$ cat src/hw/fe_pkg.sv
// Fetch is 32 bits wide and word aligned, and the BTB is direct mapped with 16 entries
package fe_pkg;

   // Address and instruction widths
   localparam int VADDR_WIDTH = 32;
   localparam int INSTR_WIDTH = 32;

   // BTB geometry
   localparam int BTB_IDX_WIDTH = 4;
   localparam int BTB_TAG_WIDTH = 8;
   localparam int BTB_ENTRIES   = 1 << BTB_IDX_WIDTH;

   // Sequential fetch step and lowest address bit used for BTB indexing
   localparam int PC_STEP = 4;
   localparam int PC_LSB  = 2;

   typedef logic [VADDR_WIDTH-1:0]   vaddr_t;
   typedef logic [INSTR_WIDTH-1:0]   instr_t;
   typedef logic [BTB_IDX_WIDTH-1:0] btb_idx_t;
   typedef logic [BTB_TAG_WIDTH-1:0] btb_tag_t;

endpackage

$ cat src/hw/fe_msg_pkg.sv
// Struct layouts have no padding and the opcode and BTB update encodings must match the backend
package fe_msg_pkg;

   import fe_pkg::*;

   // Frontend command opcodes
   typedef enum logic {
      e_op_state_reset,
      e_op_pc_redirect
   } fe_opcode_e;

   // BTB training carried by a redirect
   typedef enum logic [1:0] {
      e_btb_none,
      e_btb_taken,
      e_btb_clear
   } btb_update_e;

   // Command from the backend, vaddr is both restart address and branch target
   typedef struct packed {
      fe_opcode_e  opcode;
      vaddr_t      vaddr;
      vaddr_t      br_pc;
      btb_update_e btb_update;
   } fe_cmd_s;

   typedef struct packed {
      instr_t instr;
      logic   icache_miss;
   } mem_resp_s;

   // Message pushed into the frontend queue
   typedef struct packed {
      vaddr_t pc;
      instr_t instr;
      logic   btb_hit;
   } fe_queue_s;

   // One fetch pipeline stage
   typedef struct packed {
      logic   v;
      vaddr_t pc;
      logic   btb_hit;
   } pc_stage_s;

endpackage

$ cat src/hw/fe_btb.sv
// Only valid bits are reset, and a clear drops whatever entry sits at the branch index
`timescale 1ns/1ps

module fe_btb
   import fe_pkg::*;
(
   input  logic   clk_i,
   input  logic   reset_i,
   input  vaddr_t r_addr_i,
   output logic   hit_o,
   output vaddr_t tgt_o,
   input  logic   w_v_i,
   input  logic   w_clr_i,
   input  vaddr_t w_pc_i,
   input  vaddr_t w_tgt_i
);

   logic [BTB_ENTRIES-1:0] valid_r;
   btb_tag_t               tag_mem [BTB_ENTRIES];
   vaddr_t                 tgt_mem [BTB_ENTRIES];
   vaddr_t                 r_addr_r;
   btb_idx_t               r_idx;
   btb_tag_t               r_tag;
   btb_idx_t               w_idx;
   btb_tag_t               w_tag;

   // Index sits just above the byte offset, tag right above the index
   assign r_idx = r_addr_r[PC_LSB +: BTB_IDX_WIDTH];
   assign r_tag = r_addr_r[PC_LSB + BTB_IDX_WIDTH +: BTB_TAG_WIDTH];
   assign w_idx = w_pc_i[PC_LSB +: BTB_IDX_WIDTH];
   assign w_tag = w_pc_i[PC_LSB + BTB_IDX_WIDTH +: BTB_TAG_WIDTH];

   // Registered read address gives the answer one cycle later
   always_ff @(posedge clk_i)
   begin
      r_addr_r <= r_addr_i;
   end

   always_ff @(posedge clk_i)
   begin
      if (reset_i)
         valid_r <= '0;
      else if (w_v_i)
         valid_r[w_idx] <= ~w_clr_i;
   end

   always_ff @(posedge clk_i)
   begin
      if (w_v_i && !w_clr_i)
      begin
         tag_mem[w_idx] <= w_tag;
         tgt_mem[w_idx] <= w_tgt_i;
      end
   end

   // Lookup reads the table after the write edge, so new entries hit at once
   assign hit_o = valid_r[r_idx] & (tag_mem[r_idx] == r_tag);
   assign tgt_o = tgt_mem[r_idx];

endmodule

$ cat src/hw/fe_fetch_ctrl.sv
// A command must stay valid until accepted, and a missing memory response counts as a cache miss
`timescale 1ns/1ps

module fe_fetch_ctrl
   import fe_pkg::*;
   import fe_msg_pkg::*;
(
   input  logic      clk_i,
   input  logic      reset_i,
   input  logic      fe_cmd_v_i,
   input  fe_cmd_s   fe_cmd_i,
   input  logic      mem_cmd_yumi_i,
   input  mem_resp_s mem_resp_i,
   input  logic      mem_resp_v_i,
   input  logic      fe_queue_ready_i,
   input  pc_stage_s if2_i,
   input  logic      if1_next_v_i,
   output logic      flush_o,
   output logic      queue_v_o,
   output logic      mem_cmd_v_o,
   output logic      fe_cmd_yumi_o,
   output vaddr_t    resume_pc_o,
   output logic      running_o,
   output logic      fetch_take_o,
   output logic      btb_w_v_o,
   output logic      btb_w_clr_o
);

   typedef enum logic [1:0] {
      e_wait,
      e_stall,
      e_run
   } fetch_state_e;

   fetch_state_e state_r;
   fetch_state_e state_n;
   logic         icache_miss;
   logic         queue_miss;
   logic         fetch_fail;
   logic         is_wait;

   assign is_wait   = (state_r == e_wait);
   assign running_o = (state_r == e_run);

   // IF2 fails on a miss, on no response at all, or on a full queue
   assign icache_miss = if2_i.v & (~mem_resp_v_i | mem_resp_i.icache_miss);
   assign queue_miss  = if2_i.v & ~fe_queue_ready_i;
   assign flush_o     = fe_cmd_v_i | icache_miss | queue_miss;
   assign queue_v_o   = fe_queue_ready_i & if2_i.v & ~flush_o;
   assign fetch_fail  = if2_i.v & ~queue_v_o;

   // A pending command always fetches its own address
   assign mem_cmd_v_o   = fe_cmd_v_i | (~is_wait & fe_queue_ready_i & ~flush_o);
   assign fe_cmd_yumi_o = fe_cmd_v_i & mem_cmd_yumi_i;
   assign fetch_take_o  = mem_cmd_v_o & mem_cmd_yumi_i;

   // BTB training rides on an accepted redirect
   assign btb_w_v_o   = fe_cmd_yumi_o & (fe_cmd_i.opcode == e_op_pc_redirect)
                        & (fe_cmd_i.btb_update != e_btb_none);
   assign btb_w_clr_o = (fe_cmd_i.btb_update == e_btb_clear);

   always_comb
   begin
      case (state_r)
         // A command taken straight away skips the stall
         e_wait:  state_n = fe_cmd_v_i ? (if1_next_v_i ? e_run : e_stall) : e_wait;
         e_stall: state_n = if1_next_v_i ? e_run : e_stall;
         e_run:   state_n = (fetch_fail & ~fe_cmd_v_i) ? e_stall : e_run;
         default: state_n = e_wait;
      endcase
   end

   always_ff @(posedge clk_i)
   begin
      if (reset_i)
         state_r <= e_wait;
      else
         state_r <= state_n;
   end

   // Restart point after a stall
   always_ff @(posedge clk_i)
   begin
      if (fe_cmd_v_i)
         resume_pc_o <= fe_cmd_i.vaddr;
      else if (running_o)
         resume_pc_o <= if2_i.pc;
   end

endmodule

$ cat src/hw/fe_pc_gen.sv
// Memory must answer each accepted fetch in the cycle that fetch sits in IF2, two edges later
`timescale 1ns/1ps

module fe_pc_gen
   import fe_pkg::*;
   import fe_msg_pkg::*;
(
   input  logic      clk_i,
   input  logic      reset_i,

   output vaddr_t    mem_cmd_o,
   output logic      mem_cmd_v_o,
   input  logic      mem_cmd_yumi_i,

   input  mem_resp_s mem_resp_i,
   input  logic      mem_resp_v_i,

   input  fe_cmd_s   fe_cmd_i,
   input  logic      fe_cmd_v_i,
   output logic      fe_cmd_yumi_o,

   output fe_queue_s fe_queue_o,
   output logic      fe_queue_v_o,
   input  logic      fe_queue_ready_i
);

   logic      flush;
   logic      running;
   logic      fetch_take;
   logic      btb_w_v;
   logic      btb_w_clr;
   logic      if1_next_v;
   logic      btb_hit;
   vaddr_t    btb_tgt;
   vaddr_t    resume_pc;
   pc_stage_s if2;

   fe_fetch_ctrl ctrl (
      .clk_i            (clk_i),
      .reset_i          (reset_i),
      .fe_cmd_v_i       (fe_cmd_v_i),
      .fe_cmd_i         (fe_cmd_i),
      .mem_cmd_yumi_i   (mem_cmd_yumi_i),
      .mem_resp_i       (mem_resp_i),
      .mem_resp_v_i     (mem_resp_v_i),
      .fe_queue_ready_i (fe_queue_ready_i),
      .if2_i            (if2),
      .if1_next_v_i     (if1_next_v),
      .flush_o          (flush),
      .queue_v_o        (fe_queue_v_o),
      .mem_cmd_v_o      (mem_cmd_v_o),
      .fe_cmd_yumi_o    (fe_cmd_yumi_o),
      .resume_pc_o      (resume_pc),
      .running_o        (running),
      .fetch_take_o     (fetch_take),
      .btb_w_v_o        (btb_w_v),
      .btb_w_clr_o      (btb_w_clr)
   );

   fe_pc_pipe pipe (
      .clk_i        (clk_i),
      .reset_i      (reset_i),
      .fe_cmd_i     (fe_cmd_i),
      .cmd_take_i   (fe_cmd_yumi_o),
      .fetch_take_i (fetch_take),
      .running_i    (running),
      .flush_i      (flush),
      .resume_pc_i  (resume_pc),
      .btb_hit_i    (btb_hit),
      .btb_tgt_i    (btb_tgt),
      .mem_resp_i   (mem_resp_i),
      .next_pc_o    (mem_cmd_o),
      .if1_next_v_o (if1_next_v),
      .if2_o        (if2),
      .fe_queue_o   (fe_queue_o)
   );

   // Read with the address sent to memory so the result lines up with IF1
   fe_btb btb (
      .clk_i    (clk_i),
      .reset_i  (reset_i),
      .r_addr_i (mem_cmd_o),
      .hit_o    (btb_hit),
      .tgt_o    (btb_tgt),
      .w_v_i    (btb_w_v),
      .w_clr_i  (btb_w_clr),
      .w_pc_i   (fe_cmd_i.br_pc),
      .w_tgt_i  (fe_cmd_i.vaddr)
   );

endmodule

$ cat src/hw/fe_pc_pipe.sv
// Every fetch reaches IF2 two edges after acceptance, and a fetch not accepted is retried
`timescale 1ns/1ps

module fe_pc_pipe
   import fe_pkg::*;
   import fe_msg_pkg::*;
(
   input  logic      clk_i,
   input  logic      reset_i,
   input  fe_cmd_s   fe_cmd_i,
   input  logic      cmd_take_i,
   input  logic      fetch_take_i,
   input  logic      running_i,
   input  logic      flush_i,
   input  vaddr_t    resume_pc_i,
   input  logic      btb_hit_i,
   input  vaddr_t    btb_tgt_i,
   input  mem_resp_s mem_resp_i,
   output vaddr_t    next_pc_o,
   output logic      if1_next_v_o,
   output pc_stage_s if2_o,
   output fe_queue_s fe_queue_o
);

   logic      if1_v_r;
   vaddr_t    if1_pc_r;
   pc_stage_s if1;
   pc_stage_s if2_r;
   pc_stage_s if2_n;

   // The BTB answer for the IF1 address arrives in the IF1 cycle
   always_comb
   begin
      if1.v       = if1_v_r;
      if1.pc      = if1_pc_r;
      if1.btb_hit = btb_hit_i;
   end

   // Next fetch address in priority order
   always_comb
   begin
      if (cmd_take_i)
         next_pc_o = fe_cmd_i.vaddr;
      else if (!running_i)
         next_pc_o = resume_pc_i;
      // IF1 holds the address that memory refused last cycle
      else if (!if1.v)
         next_pc_o = if1.pc;
      else if (if1.btb_hit)
         next_pc_o = btb_tgt_i;
      else
         next_pc_o = if1.pc + vaddr_t'(PC_STEP);
   end

   assign if1_next_v_o = fetch_take_i;

   always_comb
   begin
      if2_n   = if1;
      if2_n.v = if1.v & ~flush_i;
   end

   always_ff @(posedge clk_i)
   begin
      if (reset_i)
      begin
         if1_v_r <= 1'b0;
         if2_r.v <= 1'b0;
      end
      else
      begin
         if1_v_r  <= fetch_take_i;
         if1_pc_r <= next_pc_o;
         if2_r    <= if2_n;
      end
   end

   assign if2_o = if2_r;

   // Queue message from IF2 and the memory response
   always_comb
   begin
      fe_queue_o.pc      = if2_r.pc;
      fe_queue_o.instr   = mem_resp_i.instr;
      fe_queue_o.btb_hit = if2_r.btb_hit;
   end

endmodule

$ cat config.mk
export PLATFORM = sky130hd
export DESIGN_NAME = fe_pc_gen
export DESIGN_NICKNAME = d
export VERILOG_FILES = /design/src/hw/fe_pkg.sv /design/src/hw/fe_msg_pkg.sv /design/src/hw/fe_btb.sv /design/src/hw/fe_fetch_ctrl.sv /design/src/hw/fe_pc_gen.sv /design/src/hw/fe_pc_pipe.sv
export SDC_FILE = /design/constraint.sdc
export NUM_CORES = 1
export LEC_CHECK = 0
export BUFFER_PORTS_ARGS = -buffer_cell sky130_fd_sc_hd__buf_2
export CAP_MARGIN = 30
export CORE_MARGIN = 10
export CORE_UTILIZATION = 30
export DETAILED_ROUTE_END_ITERATION = 6
export HOLD_SLACK_MARGIN = 0.03
export PLACE_DENSITY = 0.41
export SKIP_CTS_REPAIR_TIMING = 1
export SLEW_MARGIN = 15
export SYNTH_ARGS = -nofsm -noshare
export SYNTH_HDL_FRONTEND = slang
export SYNTH_HIERARCHICAL = 1
export SYNTH_SLANG_ARGS = --single-unit
export TNS_END_PERCENT = 5
$ cat constraint.sdc
create_clock -name clk_i -period 8.3 [get_ports clk_i]
set_input_delay 1.245 -clock clk_i [delete_from_list [all_inputs] [get_ports clk_i]]
set_output_delay 1.245 -clock clk_i [all_outputs]
set_load 0.05 [all_outputs]
==> results by group <==
Worst setup path
  • Critical Path Max Stage Delay: 0.88 ns
  • CP top delay family: buffers and inverters
  • Crit end category: output pin
  • Worst R2R Path Depth: 12
  • Buf+Inv Stages, Crit Path: 3
  • Setup crit start kind: flop
  • Critical path required time: 7.05 ns
  • Critical path arrival: 5.77 ns
  • Critical Path End: mem_cmd_o[28]
  • Stages on worst setup path: 13
  • RR Startpoint: btb/r_addr_r[2]
  • Worst Path Max Fanout: a little over 40
  • Slowest CP cell: dfxtp_4
  • Critical Path Source: btb/r_addr_r[2]
  • Flop2flop setup slack: 3.25 ns
  • Kind of critical path: flop to output pin
  • Reg-to-reg endpoint: pipe/if1_pc_r[28]
  • Crit-path cells: mux4_2 > mux4_2 > xnor2_1 > nand4_1 > nor4b_4 > buf_4 > and2_1 > buf_4 > nand2_1 > a311oi_1 > o21ai_0 > o311ai_1 > buf_2

Die
  • Die footprint: between 100000 and 150000 µm²
  • Chip Width: about 340 µm
  • Initial Utilization: 0.3015
  • # rows: 118
  • Core Area: 103200 µm²
  • Die H: 342.1 µm
  • IO Pins: 206

Timing
  • Worst clock skew: 0.04314 ns
  • Tmin final: approximately 7.0 ns
  • Worst-margin pin slew: 0.9858 ns
  • Final worst slack: 1.282 ns
  • RSZ-0062 raised after global routing: no
  • Final setup violation count: 0
  • Period utilization: 0.8455
  • Final Hold Vio Count: 0
  • Slew headroom: 0.3428
  • Max frequency: around 140 MHz
  • Hold WS: 0.4645 ns
  • Max-slew violations: 0
  • TNS Setup: 0 ns

Power
  • VDD IR max: 0.1548 mV
  • Pwr dens: 251.9 nW/µm²
  • Leak: 11.47 nW

Clock tree
  • CTS clk-pin slew, worst paths: 0.06 ns
  • CTS max path bufs: 3
  • H-tree depth: 3
  • Clock root buffer: clkbuf_16
  • Clk sink count: just under 800
  • CTS tree: yes
  • Clk Latency, worst-skew pair: 0.66 ns
  • TritonCTS Buffers: 85

Synthesis
  • Avg Inst Size Synth: 19.43 µm²
  • Cell Area, Synth: 31110 µm²
  • Mapped Nets: 1708
  • Mapped Cells: 1601
  • Yosys warns: 6

Cells and area
  • Fillers: 9661
  • Finished Cell Area: 35950 µm²
  • Layout cells sized above 1: 0.3043
  • Area Growth Syn to Fin: 15.54%
  • Multi-input gate area: 7527 µm²
  • Commonest cells after routing, fill and taps aside: edfxtp_1, mux4_2, buf_2
  • Commonest non-fill, non-tap cell in the layout: edfxtp_1
  • Nets@finish: 1828
  • FF+latch area: 22790 µm²

Placed design
  • Buffers on Ports: 121
  • Cell Area, Placed: 33220 µm²
  • GP Congestion: 0.7321
  • DP Worst Slack: 1.926 ns
  • Post-DP HPWL: around 53 mm

Drt
  • Residual DRC: 0
  • Total number of vias: 16.06k
  • Post-Route WL: 90.90 mm
  • Antenna Nets Post-Route: 0
  • First-iteration detailed-routing DRC count: around 1.5k
  • Routed len/inst: 28.66 µm
  • DR pass1 iterations: 5
  • Vias/cell: 5.064

Worst hold path
  • Worst Hold Class: flop to flop

GRT
  • Vias in the first global route: 16.72k
  • Gr ovfl total: 0
  • First-pass GRT wire length: 128.4 mm
  • GRT Util Overall: 0.1532
  • Initial antenna violation count: 10
  • Largest net degree at the start of global routing: between 50 and 60

Status
  • Status: completed

Run
  • Max-cap violations: 0
per-stage QoR:
stage               total power, W    util  cells
floorplan                 0.005188       -   1601
global placement          0.005474  0.3207   3007
detailed placement        0.005486  0.3219   3012
CTS                       0.009180  0.3480   3169
global route              0.009383  0.3483   3171
finish                    0.009056  0.3484   3172
where the power goes:
group,switching [W],total (W),internal (W)
Combinational,0.000555,0.000933,0.000378
Clock,0.00158,0.00367,0.00209
Sequential,0.000113,0.00445,0.00434
worst min path at each step:
stage,start,to,cells past startpoint
floorplan,pipe/if1_pc_r[15],pipe/fe_queue_o[48],0
global placement,pipe/if1_pc_r[0],pipe/fe_queue_o[33],0
detailed placement,pipe/if1_pc_r[0],pipe/fe_queue_o[33],0
CTS,pipe/if1_pc_r[0],pipe/fe_queue_o[33],0
global route,pipe/if1_pc_r[0],pipe/fe_queue_o[33],0
finish,pipe/if1_pc_r[0],pipe/fe_queue_o[33],0
cell type report:
cell class,instances,share of cell area
Clock buffer,115,0.06317
Timing Repair Buffer,180,0.03209
Sequential cell,769,0.6338
Tap cell,1380,0.04803
Antenna cell,1,0.00006961
Inverter,16,0.001705
Multi-Input combinational cell,669,0.2094
Clock inverter,42,0.01173
worst register-to-register path: stages, from the launching register on:
cell      delay [ns]
dfxtp_4         0.88
mux4_2          0.64
mux4_2          0.50
xnor2_1         0.29
nand4_1         0.28
nor4b_4         0.27
buf_4           0.37
and2_1          0.46
buf_4           0.39
nand2_1         0.10
a311oi_1        0.27
o21ai_0         0.13
o311ai_1        0.18
routing by layer:
metal	vias to the layer above	track usage	routed length (µm)
met5	-	0	26
met4	4	0.03726	1833
met3	131	0.02521	4950
met2	473	0.2391	42130
met1	8658	0.2212	41960
li1	6798	-	-
sequential cells by signal (all words and copies together) (netlist names):
name / flops
btb/tag_mem: 128
pipe/if1_pc_r: 32
pipe/if1_v_r: 1
ctrl/resume_pc_o: 32
btb/tgt_mem: 512
btb/r_addr_r: 12
pipe/if2_o: 1
pipe/fe_queue_o: 33
ctrl/state_r: 2
btb/valid_r: 16
Power figures use the tool's default switching activity.
